### config.mk
export PLATFORM = sky130hd
export DESIGN_NAME = registerFile
export DESIGN_NICKNAME = d
export VERILOG_FILES = /design/src/logic/cpuPkg.sv /design/src/logic/registerFile.sv
export SDC_FILE = /design/constraint.sdc
export NUM_CORES = 1
export LEC_CHECK = 0
export BUFFER_PORTS_ARGS = -buffer_cell sky130_fd_sc_hd__buf_2
export CAP_MARGIN = 20
export CORE_ASPECT_RATIO = 1.1
export CORE_UTILIZATION = 56
export CTS_CLUSTER_DIAMETER = 100
export DETAILED_ROUTE_END_ITERATION = 7
export PLACE_DENSITY = 0.77
export SETUP_SLACK_MARGIN = 0.5
export SLEW_MARGIN = 30
export SYNTH_ARGS = -nofsm -noshare
export SYNTH_HDL_FRONTEND = slang
export SYNTH_SLANG_ARGS = --single-unit
### constraint.sdc
create_clock -name clk -period 1.75 [get_ports clk]
set_clock_uncertainty 0.1 [all_clocks]
set_input_delay 0.2625 -clock clk [delete_from_list [all_inputs] [get_ports clk]]
set_output_delay 0.2625 -clock clk [all_outputs]
set_load 0.05 [all_outputs]
### src/logic/cpuPkg.sv
`default_nettype none

package cpuPkg;

  localparam int wordWidth = 16; // Data path and byte address width

  ////////////////////
  // Opcode map
  ////////////////////
  typedef enum logic [3:0] {
    opAdd  = 4'h0, // Saturating add
    opSub  = 4'h1, // Saturating subtract
    opXor  = 4'h2,
    opRed  = 4'h3, // Reduction, runs as a no-op
    opSll  = 4'h4,
    opSra  = 4'h5,
    opRor  = 4'h6,
    opPadd = 4'h7, // Packed add, runs as a no-op
    opLw   = 4'h8,
    opSw   = 4'h9,
    opLlb  = 4'hA, // Load low byte
    opLhb  = 4'hB, // Load high byte
    opB    = 4'hC, // Conditional branch
    opBr   = 4'hD, // Branch to register
    opPcs  = 4'hE, // Save pc+2
    opHlt  = 4'hF
  } opcode_t;

  // Branch condition codes against Z, N and V
  typedef enum logic [2:0] {
    condNe, condEq, condGt, condLt, condGe, condLe, condOv, condUn
  } cond_t;

  typedef enum logic [3:0] {
    aluAdd, aluSub, aluXor, aluSll, aluSra, aluRor, aluLlb, aluLhb,
    aluAddr // Plain add for load and store addresses
  } aluOp_t;

  ////////////////////
  // Instruction views
  ////////////////////
  typedef union packed {
    struct packed {
      opcode_t    opcode;
      logic [3:0] rd;
      logic [3:0] rs;
      logic [3:0] rt; // Also the shift amount
    } regForm;
    struct packed {
      opcode_t    opcode;
      logic [3:0] rt;     // Load target or store source
      logic [3:0] rs;     // Base register
      logic [3:0] offset; // Signed word offset
    } memForm;
    struct packed {
      opcode_t    opcode;
      logic [3:0] rd;
      logic [7:0] imm8;
    } byteForm;
    struct packed {
      opcode_t    opcode;
      cond_t      cond;
      logic [8:0] imm9; // Signed word displacement
    } branchForm;
  } instrWord_t;

endpackage

`default_nettype wire

### src/logic/registerFile.sv
`default_nettype none

module registerFile (
  input  wire                           clk,
  input  wire                           arstN,
  input  wire  [3:0]                    readAddrA,
  input  wire  [3:0]                    readAddrB,
  input  wire  [3:0]                    writeAddr,
  input  wire                           writeEn,
  input  wire  [cpuPkg::wordWidth-1:0]  writeData,
  output logic [cpuPkg::wordWidth-1:0]  readDataA,
  output logic [cpuPkg::wordWidth-1:0]  readDataB
);

  import cpuPkg::*;

  logic [wordWidth-1:0] regs [16]; // r0 slot is never written

  ////////////////////
  // Write port
  ////////////////////
  always_ff @(posedge clk or negedge arstN) begin
    if (!arstN) begin
      regs <= '{default: '0};
    end else if (writeEn && (writeAddr != 4'd0)) begin // Drop writes to r0
      regs[writeAddr] <= writeData;
    end
  end

  ////////////////////
  // Read ports
  ////////////////////
  // No bypass so a same-cycle read sees the old value
  always_comb begin
    readDataA = (readAddrA == 4'd0) ? '0 : regs[readAddrA];
    readDataB = (readAddrB == 4'd0) ? '0 : regs[readAddrB];
  end

endmodule

`default_nettype wire

Yosys cells after proc, flatten, opt, wreduce, memory -nomap -nowiden
Index checks and enable logic that the tools add are counted.
{"block": "totals", "input_bits": 31, "output_inout_bits": 32, "ff_bits": 256, "word_cells": 39}
{"block": "classes", "magnitude_cmp": 4, "bitwise_logic": 3, "muxes": 11, "reduce_logical": 5}
{"operator": "$bwmux 256", "count": 1}
{"operator": "$bmux 16 s4", "count": 2}
{"operator": "$mux 16", "count": 7}
{"operator": "$demux 16 s4", "count": 1}
{"operator": "$ge 5x5->1 const B", "count": 3}
{"operator": "$not 4->5", "count": 3}
{"operator": "$logic_not 4->1", "count": 2}
{"operator": "$lt 5x1->1 const B", "count": 1}
{"operator": "$reduce_bool 4->1", "count": 1}
{"operator": "$logic_and 1x1->1", "count": 2}

Depth between registers and ports, before layout
Gate-level depths: netlist (run 1).
{"block": "logic_depth", "word_depth": 6, "ltp_mapped": 7, "depth_no_buf": 4}

Least setup slack after synthesis (run 1)
OpenSTA, ideal clock, no wires.
{"block": "synth_path", "path_kind": "in2out", "startpoint": "input readAddrA[3]", "endpoint": "output readDataA[14] in the netlist's numbering", "t_arrival_ns": 2.242, "slack_ns": -0.854, "cell_stages": 5, "n_path_buf": 3, "cell_sequence": "buf_4 buf_2 buf_2 mux4_2 o21ai_0"}
{"block": "synth_via", "elab_chain_len": 5}
{"element": "start, declared", "line": "registerFile.sv:6", "source": "input wire [3:0] readAddrA,"}
{"element": "$not 4->5 (not written as such)", "line": "registerFile.sv:35", "source": "readDataA = (readAddrA == 4'd0) ? '0 : regs[readAddrA];"}
{"element": "$bmux 16 s4", "line": "registerFile.sv:35"}
{"element": "$mux 16 (not written as such) (2 in series)", "line": "registerFile.sv:35"}
{"element": "$mux 16 (*)", "line": "registerFile.sv:35"}
{"element": "end, declared", "line": "registerFile.sv:11", "source": "output logic [cpuPkg::wordWidth-1:0] readDataA,"}
Mark *: on every way between the ends. The rest lies on a longest branch, timed or not. The select of a mux whose other input is x is not followed.

Worst setup path in the final report (run 1)
{"block": "layout_path", "startpoint": "register regs[209] in the netlist's numbering", "endpoint": "output readDataA[1] in the netlist's numbering"}
{"block": "layout_via", "elab_chain_len": 4}
{"element": "start, declared", "line": "registerFile.sv:17", "source": "logic [wordWidth-1:0] regs [16];"}
{"element": "start signal, assigned by index", "line": "registerFile.sv:26", "source": "regs[writeAddr] <= writeData;"}
{"element": "$bmux 16 s4", "line": "registerFile.sv:35"}
{"element": "$mux 16 (not written as such) (2 in series)", "line": "registerFile.sv:35"}
{"element": "$mux 16", "line": "registerFile.sv:35"}
Every way passes these cells. The select of a mux whose other input is x is not followed.

==> results of run 1 <==
[logic make-up after synthesis]
| group | count (synthesis) | share of synthesized area [%] |
|---|---|---|
| multiplexers | 429 | 42.1 |
| AND/OR/NAND/NOR | 48 | 1.98 |
| buffers and inverters | 88 | 3.66 |
| AO/OA/AOI/OAI | 113 | 5.85 |
| flip-flops | 241 | 46.4 |
[worst paths after layout]
path	from	endpoint	depth (start not counted)
setup / recovery	regs[209]	readDataA[1]	6
hold / removal	writeData[14]	regs[174]	3
setup reg to reg	regs[5]	regs[5]	4
hold reg to reg	regs[254]	regs[254]	0
max in group asynchronous	arstN	regs[156]	3
min in group asynchronous	arstN	regs[8]	2
[what timing repair did]
item | CTS | global route
setup endpoints to repair | 32 | 32
hold buffers | 1 | 0
setup buffers | 27 | 11
hold endpoints to repair | 196 | 0
pin swaps | 35 | 19
resized for setup | 99 | 21
[routing by layer]
metal  up-vias  GRT usage (%)  part of all wire (%)
li1       4039              -                     -
met1      5070           47.3                    41
met2       466           59.3                    49
met3       116           4.04                   6.1
met4         0           14.5                   3.9
met5         -              0                     0
[cells in the mapped netlist]
| master | n |
|---|---|
| a221o_1 | 15 |
| mux4_2 | 67 |
| a21oi_1 | 47 |
| and3_1 | 1 |
| nor2_2 | 9 |
| buf_2 | 40 |
| o31ai_1 | 1 |
| nor2b_1 | 2 |
| a31oi_1 | 1 |
| nand3b_1 | 2 |
| and2_1 | 1 |
| buf_8 | 1 |
| buf_6 | 6 |
| o22ai_1 | 14 |
| buf_12 | 1 |
| clkbuf_1 | 32 |
| o21ai_0 | 3 |
| nand3b_2 | 1 |
| a211oi_1 | 2 |
| a2111oi_0 | 14 |
| buf_1 | 1 |
| inv_1 | 1 |
| mux2i_1 | 107 |
| mux2_2 | 251 |
| a22oi_1 | 16 |
| nand2b_1 | 5 |
| nor3b_1 | 2 |
| mux2_4 | 4 |
| dfrtp_1 | 241 |
| nand2_1 | 5 |
| nand3_1 | 2 |
| buf_4 | 6 |
| or3_1 | 3 |
| nor2_1 | 15 |
[power breakdown]
group          internal, W  switching [W]  leakage [nW]
logic              0.00430        0.00297          4.68
clock network      0.00334        0.00231         0.434
registers          0.00688        0.00107          2.96
total               0.0145        0.00634          8.07
[critical path, delay by kind of cell (launching register included)]
family          cells  cell delay (ns)
compound gates      3             0.53
flops               1             0.42
buf+inv             2             0.31
mux                 1             0.30
[through the flow]
step | TNS (ns) | hold WS, ns | power [W]
6_report | -17.79 | 0.0536 | 0.0209
4_1_cts | -17.88 | 0.0270 | 0.0206
3_3_place_gp | -12.78 | 0.130 | 0.0140
2_1_floorplan | -0.959 | -0.133 | 0.0121
5_1_grt | -19.37 | 0.0681 | 0.0216
3_5_place_dp | -13.61 | 0.131 | 0.0143
[cell type report]
cell class,instances,area [µm²]
multi-input combinational,590,7940
clock inverter,9,95.1
tap,300,375
clock buffer,40,774
timing repair buffer,318,2930
sequential,241,6030
inverter,1,3.75
fill,1228,4640
==> results.txt, run 1 <==
Outcome = finished with violations
Failing checks = negative setup slack
Maximum clock path buffer count = 3
Clock-pin transition on the worst setup and hold timing paths = 0.06 ns
Worst slew margin = 66.1%
Vias in the first global route = 10600
CP max stage delay = 0.42 ns
CP startpoint kind = flop
Antenna violations before repair = 0
Worst vdd ir = 0.000794 V
Cells after Synth = 919
Clock Sinks = 241
Post-Syn Nets = 950
Post-synth top area cell = dfrtp_1
Reg2reg setup slack = 0.50 ns
Slowest-stage cell, CP = dfrtp_1
CP endpoint kind = output pin
CTS tree = done
Synth Cell Area = 13000 µm²
Max-slew violations = 0
Fin. Hold Viols = 0
Leakage = 8.07 nW
Number of max-cap violations = 0
Ys Warns = 0
Die area = 23800 µm²
Largest Register = regs
Max Clock Freq = 407 MHz
# diodes = 0
Area grow syn2layout = 39.7%
Die Ht = 162 µm
Layout Cells excl Fill = 1499
First-pass GRT wire length = 63200 µm
Post-route design area = 18100 µm²
Crit path DAT = 2.10 ns
Largest net degree at the start of global routing = 57
Worst-Margin Slew = 0.509 ns
Drt initial violations = 662
Yosys cell types = 34
Pre-CTS setup slack = -0.646 ns
Pwr dens = 1150 nW/µm²
DRT Pass-1 Iters = 5
Placed Cells = 1411
Leading registers by flop count = regs: 241 flops
Crit share post-route = 141%
Post-route DRC = 0
Routed WL = 40800 µm
CORE AREA = 22800 µm²
Endpoints failing setup = 32
H-tree depth = 1
Initial Util = 57.0%
Fraction of layout instances using a drive strength above 1 = 66.0%
DR vias/cell = 6.46
Syn avg cell area = 14.1 µm²
Post-layout util = 79.7%
Critical-path maximum fanout = 3
Yosys top cell area share = 46.4%
Final min period = 2.46 ns
Commonest cells after routing, fill and taps aside = 241 x dfrtp_1, 219 x buf_4, 155 x mux2_4
RSZ-0062 raised after global routing = true
TritonCTS Buffers = 27
Routed Antenna Nets = 0
Largest register FFs = 241
Final worst-path setup slack = -0.709 ns
Critical path class = flop to output pin
Num rows = 58
Worst path required time = 1.39 ns
Cell Chain, Critical Path = mux2_4 -> a221o_1 -> a21oi_2 -> buf_4 -> a21oi_4 -> buf_6
Most common cell after layout, fill and taps aside = dfrtp_1
GRT Overall Usage = 35.4%
DP Area = 16500 µm²
Sequential share of the synthesized area = 46.4%
Clock Tree Root = clkbuf_16
GR Overflow Total = 0
Clk_lat worst skew = 0.53 ns
Worst Hold Class = input port to flop
Number of I/O port buffers = 62
Width of the die = 147 µm
Nets = 1210
Number of I/O pins = 63
DR WL/cell = 27.2 µm
FF+latch count, synth = 241
Area contributors post-synth = dfrtp_1 46%, mux2_2 22%, mux4_2 12%
Via count = 9691
Dpl hpwl = 26000 µm
RD Place Congestion = 0.822
Note: power is estimated with default switching activity, not from simulation.
==> inputs of run 2 (changes only) <==
--- a/config.mk
+++ b/config.mk
@@ -5,13 +5,15 @@
 export SDC_FILE = /design/constraint.sdc
 export NUM_CORES = 1
 export LEC_CHECK = 0
+export ABC_AREA = 1
 export BUFFER_PORTS_ARGS = -buffer_cell sky130_fd_sc_hd__buf_2
 export CAP_MARGIN = 20
 export CORE_ASPECT_RATIO = 1.1
-export CORE_UTILIZATION = 56
+export CORE_UTILIZATION = 57
 export CTS_CLUSTER_DIAMETER = 100
 export DETAILED_ROUTE_END_ITERATION = 7
 export PLACE_DENSITY = 0.77
+export RECOVER_POWER = 25
 export SETUP_SLACK_MARGIN = 0.5
 export SLEW_MARGIN = 30
 export SYNTH_ARGS = -nofsm -noshare
==> results.txt, run 2 <==
Pwr dens = 1030 nW/µm²
Worst vdd ir = 0.000917 V
Clock Sinks = 256
Top Metal Used = met4
Number of I/O pins = 63
Met1 Routed Length = 21400 µm
First-pass GRT wire length = 79600 µm
Fraction of layout instances using a drive strength above 1 = 27.4%
Largest Register = regs
Via count = 16300
Clock-pin transition on the worst setup and hold timing paths = 0.06 ns
Crit share post-route = 127%
Synth Cell Area = 15100 µm²
CORE AREA = 26100 µm²
Final min period = 2.22 ns
Final Hold Slack = 0.105 ns
Post-route design area = 19500 µm²
Yosys cell types = 17
CP startpoint kind = flop
Leading registers by flop count = regs: 256 flops
Area grow syn2layout = 29.6%
DR WL/cell = 20.0 µm
GR Overflow Total = 0
# diodes = 0
Placed Cells = 2658
H-tree depth = 1
CTS tree = done
Met2 wire length = 25300 µm
RSZ-0062 raised after global routing = true
Drt initial violations = 1972
Largest register FFs = 256
Worst-Margin Slew = 0.772 ns
Die Ht = 172 µm
Async set or reset register ratio after synthesis = 100%
Most common cell in the netlist = nand2_1
Cells after Synth = 2312
Critical path class = flop to output pin
Largest net degree at the start of global routing = 79
Pre-CTS setup slack = -0.370 ns
Die area = 27100 µm²
Routed WL = 55600 µm
Clk_lat worst skew = 0.54 ns
Syn avg cell area = 6.52 µm²
Maximum clock path buffer count = 3
Antenna violations before repair = 0
Layout Cells excl Fill = 2786
Worst path required time = 1.39 ns
Area contributors post-synth = dfrtp_1 43%, nand2_1 23%, nand3_1 12%
Detail Route met3 WL = 5680 µm
Commonest cells after routing, fill and taps aside = 839 x nand2_1, 256 x dfrtp_1, 237 x o21ai_0
Post-layout power = 0.0201 W
Failing checks = negative setup slack
Max Clock Freq = 451 MHz
Endpoints failing setup = 32
Number of max-cap violations = 0
GRT Overall Usage = 38.8%
DRT Pass-1 Iters = 6
Most frequent cells after synthesis = 924 x nand2_1, 355 x nand3_1, 307 x inv_1, 256 x dfrtp_1, 238 x o21ai_0
Num rows = 62
TritonCTS Buffers = 29
Outcome = finished with violations
CP endpoint kind = output pin
Vias in the first global route = 14400
Worst Hold Class = input port to flop
Sequential share of the synthesized area = 42.5%
Number of I/O port buffers = 62
DR vias/cell = 5.83
Final worst-path setup slack = -0.467 ns
Fin. Hold Viols = 0
Routed Antenna Nets = 0
Critical-path maximum fanout = 3
Post-route DRC = 0
Worst slew margin = 48.5%
Ys Warns = 0
FF+latch count, synth = 256
Yosys top cell area share = 42.5%
Width of the die = 157 µm
Post-synth top area cell = dfrtp_1
RD Place Congestion = 0.981
Predominant post-synthesis flop cell = dfrtp_1
Post-Syn Nets = 2343
Initial Util = 57.8%
DP Area = 16800 µm²
Clock Tree Root = clkbuf_16
Nets = 2448
Dpl hpwl = 34900 µm
Most common cell after layout, fill and taps aside = nand2_1
Crit path DAT = 1.85 ns
Leakage = 9.87 nW
Max-slew violations = 0
Number of synthesized flops with an enable pin = 0
==> run 2: cell types whose count changed after synthesis, moves of 15 or more <==
cell      previous run  this run
a221o_1             15         0
nand2_1              5       924
a22oi_1             16         0
clkbuf_1            32        83
dfrtp_1            241       256
mux4_2              67         0
nand3_1              2       355
o21ai_0              3       238
buf_2               40        77
mux2i_1            107         0
inv_1                1       307
a21oi_1             47        32
mux2_2             251         0
==> run 2: what timing repair did <==
item / CTS / global route
gates cloned: 0 / 9
endpoints found under the hold margin: 319 / 0
endpoints found under the setup margin: 32 / 89
gates resized for setup: 188 / 256
hold buffers: 17 / 0
setup buffers: 15 / 39
pin swaps: 107 / 169
==> run 2: metrics by stage <==
step                util, %   TNS, ns
finish                 74.9    -11.31
global route           74.9    -12.71
global placement       64.4     -8.75
CTS                    70.9    -10.24
floorplan                 -  -0.00400
detailed placement     64.4     -9.42
==> run 2: critical path: stages, from the launching register on <==
cell	delay, ns
dfrtp_1	0.33
inv_1	0.06
nand2_1	0.07
nand3_1	0.09
nand2_1	0.11
nand2_2	0.06
nand2_2	0.12
inv_2	0.05
a21oi_4	0.21
buf_6	0.19
==> run 2: area by class of cell <==
| cell class | instances | area (µm²) |
|---|---|---|
| timing repair buffer | 240 | 2400 |
| multi-input combinational | 1567 | 8070 |
| fill | 1969 | 6550 |
| clock buffer | 41 | 841 |
| clock inverter | 7 | 62.6 |
| inverter | 314 | 1230 |
| timing repair inverter | 9 | 62.6 |
| tap | 352 | 440 |
| sequential | 256 | 6410 |
==> run 2: cells by family after synthesis <==
| logic type | count (synthesis) | share of synthesized area [%] |
|---|---|---|
| and+or+nand+nor | 1295 | 35.5 |
| buffers and inverters | 489 | 12.9 |
| AOI/OAI and AO/OA | 272 | 9.04 |
| DFF | 256 | 42.5 |
==> run 2: where the power goes <==
part,switching (W),internal (W)
clock,0.00250,0.00344
combinational,0.00402,0.00235
sequential,0.000634,0.00710
==> run 2: routing by layer <==
| metal | global-route usage [%] | vias up |
|---|---|---|
| met4 | 20.1 | 0 |
| met1 | 51.2 | 7652 |
| li1 | - | 7357 |
| met5 | 0 | - |
| met3 | 5.56 | 222 |
| met2 | 62.0 | 1022 |
==> run 2: path summary, 6_finish.rpt <==
check                             start           end  slack, ns  depth (start not counted)
hold reg to reg               regs[248]     regs[248]       0.28                          0
max in group asynchronous         arstN     regs[161]       0.17                          3
hold / removal             writeAddr[0]     regs[179]       0.11                          5
setup / recovery              regs[151]  readDataA[7]      -0.47                          9
min in group asynchronous         arstN      regs[46]       0.24                          2
setup reg to reg              regs[201]     regs[201]       0.71                          4
==> inputs of run 3 (changes only) <==
--- a/config.mk
+++ b/config.mk
@@ -10,6 +10,7 @@
 export CAP_MARGIN = 20
 export CORE_ASPECT_RATIO = 1.1
 export CORE_UTILIZATION = 57
+export CTS_BUF_LIST = sky130_fd_sc_hd__clkbuf_4 sky130_fd_sc_hd__clkbuf_8 sky130_fd_sc_hd__clkbuf_16
 export CTS_CLUSTER_DIAMETER = 100
 export DETAILED_ROUTE_END_ITERATION = 7
 export PLACE_DENSITY = 0.77
==> results.txt, run 3 (synthesis gave the netlist of run 2 again) <==
GRT Overall Usage = 38.8%
Crit path DAT = 1.84 ns
Routed WL = 55400 µm
Initial Util = 57.8%
Nets = 2448
Worst Hold Class = input port to flop
Die area = 27100 µm²
Via count = 16200
Worst Path Buf+Inv = 3
Dpl hpwl = 34900 µm
Hold Crit Depth = 5
Routed Antenna Nets = 0
Leading registers by flop count = regs: 256 flops
Cell Chain, Critical Path = inv_1 -> nand2_1 -> nand3_1 -> nand2_1 -> nand2_2 -> nand2_2 -> inv_2 -> a21oi_4 -> buf_6
Sequential Power Share = 38.4%
Post-route DRC = 0
Most common cell after layout, fill and taps aside = nand2_1
Max Clock Freq = 454 MHz
Max-slew violations = 0
Switching pwr = 0.00714 W
Met2 wire length = 25100 µm
Worst vdd ir = 0.000920 V
Top Metal Used = met4
Failing checks = negative setup slack
Slowest-stage cell, CP = dfrtp_1
Sw Ratio = 35.5%
Critical-path maximum fanout = 3
Final min period = 2.21 ns
RD Place Congestion = 0.981
Leakage = 9.89 nW
Drt initial violations = 1975
GR Overflow Total = 0
Post-route design area = 19600 µm²
CTS tree = done
FF-to-FF Start = regs[201]
CP max stage delay = 0.33 ns
Clk_lat worst skew = 0.54 ns
Detail Route met3 WL = 5730 µm
First-pass GRT wire length = 79700 µm
Number of I/O pins = 63
Vias in the first global route = 14400
Worst-case hold path end point = regs[179]
Worst slew margin = 48.5%
Clock-pin transition on the worst setup and hold timing paths = 0.06 ns
DP Area = 16800 µm²
Maximum clock path buffer count = 3
Worst-Margin Slew = 0.773 ns
Clk network pwr share = 29.9%
Clock Sinks = 256
RR Endpoint = regs[201]
Delay-heaviest family, CP = simple AND/OR/NAND/NOR gates
Post-layout util = 75.0%
Logic pwr share = 31.7%
CP endpoint kind = output pin
Largest register FFs = 256
Critical path class = flop to output pin
CORE AREA = 26100 µm²
Int Power = 0.0130 W
Placed Cells = 2658
Commonest cells after routing, fill and taps aside = 834 x nand2_1, 256 x dfrtp_1, 237 x o21ai_0
Layout Cells excl Fill = 2786
Number of I/O port buffers = 62
DR WL/cell = 19.9 µm
Outcome = finished with violations
DR vias/cell = 5.80
Number of cells on the worst reg-to-reg path = 4
Largest net degree at the start of global routing = 79
Final Hold Slack = 0.110 ns
Largest Register = regs
H-tree depth = 1
Worst path required time = 1.39 ns
Pwr dens = 1030 nW/µm²
# diodes = 0
Reg2reg setup slack = 0.71 ns
CP startpoint kind = flop
Antenna violations before repair = 0
Endpoints failing setup = 32
Die Ht = 172 µm
Hold Startpoint = writeAddr[0]
Pre-CTS setup slack = -0.370 ns
Width of the die = 157 µm
DRT Pass-1 Iters = 6
Fraction of layout instances using a drive strength above 1 = 27.9%
RSZ-0062 raised after global routing = true
Final worst-path setup slack = -0.455 ns
Crit share post-route = 126%
TritonCTS Buffers = 29
Num rows = 62
Clock Tree Root = clkbuf_16
Fin. Hold Viols = 0
Number of max-cap violations = 0
Met1 Routed Length = 21300 µm
Area grow syn2layout = 29.8%
## run 3: changes by cell type in the layout (fill, tap and decap cells not counted)
cell,change
inv_2,+2
nand2_1,-5
nand3_2,+1
nand3_1,-1
clkbuf_4,+5
nand2_2,+5
clkbuf_1,-5
inv_1,-2
## run 3: worst min-delay path, delay by kind of cell
family	cells	cell delay [ns]
buffers and inverters	2	0.28
and+or+nand+nor	2	0.11
AOI/OAI and AO/OA	1	0.06
## run 3: cell type report
cell class | instances | area, µm²
timing repair buffer | 240 | 2400
clock inverter | 7 | 62.6
timing repair inverter | 9 | 62.6
fill | 1959 | 6510
tap | 352 | 440
clock buffer | 41 | 860
inverter | 314 | 1230
sequential | 256 | 6410
multi-input combinational | 1567 | 8090
## run 3: what timing repair did
action | CTS | global route
setup endpoints to repair | 32 | 89
pin swaps | 107 | 176
hold endpoints to repair | 319 | 0
gates resized for setup | 187 | 265
cloned | 0 | 9
setup buffers | 15 | 39
hold buffers | 17 | 0
## run 3: how the worst max path moves through the flow
stage	cells past startpoint	to	from	slack, ns
floorplan	6	readDataA[0]	readAddrA[1]	-0.002
global placement	6	readDataB[15]	readAddrB[0]	-0.35
detailed placement	6	readDataB[15]	readAddrB[0]	-0.37
CTS	9	readDataA[7]	regs[135]	-0.43
global route	7	readDataA[12]	regs[12]	-0.55
finish	9	readDataA[7]	regs[151]	-0.46
## run 3: metrics by stage
step,total power [W],setup TNS (ns)
after detailed placement,0.0128,-9.42
final,0.0201,-11.09
after global routing,0.0211,-12.78
after CTS,0.0192,-10.25
after floorplan,0.0113,-0.00400
after global placement,0.0126,-8.75
## run 3: per-layer routing
metal,track usage (%),vias to the layer above
li1,-,7349
met3,5.56,229
met4,20.1,0
met2,62.0,1043
met5,0,-
met1,51.2,7539
## run 3: power groups by stage
stage | combinational [W] | sequential, W | clock [W]
global route | 0.00697 | 0.00784 | 0.00625
floorplan | 0.00371 | 0.00758 | 0
detailed placement | 0.00510 | 0.00772 | 0
CTS | 0.00558 | 0.00765 | 0.00600
finish | 0.00638 | 0.00773 | 0.00601
global placement | 0.00495 | 0.00768 | 0
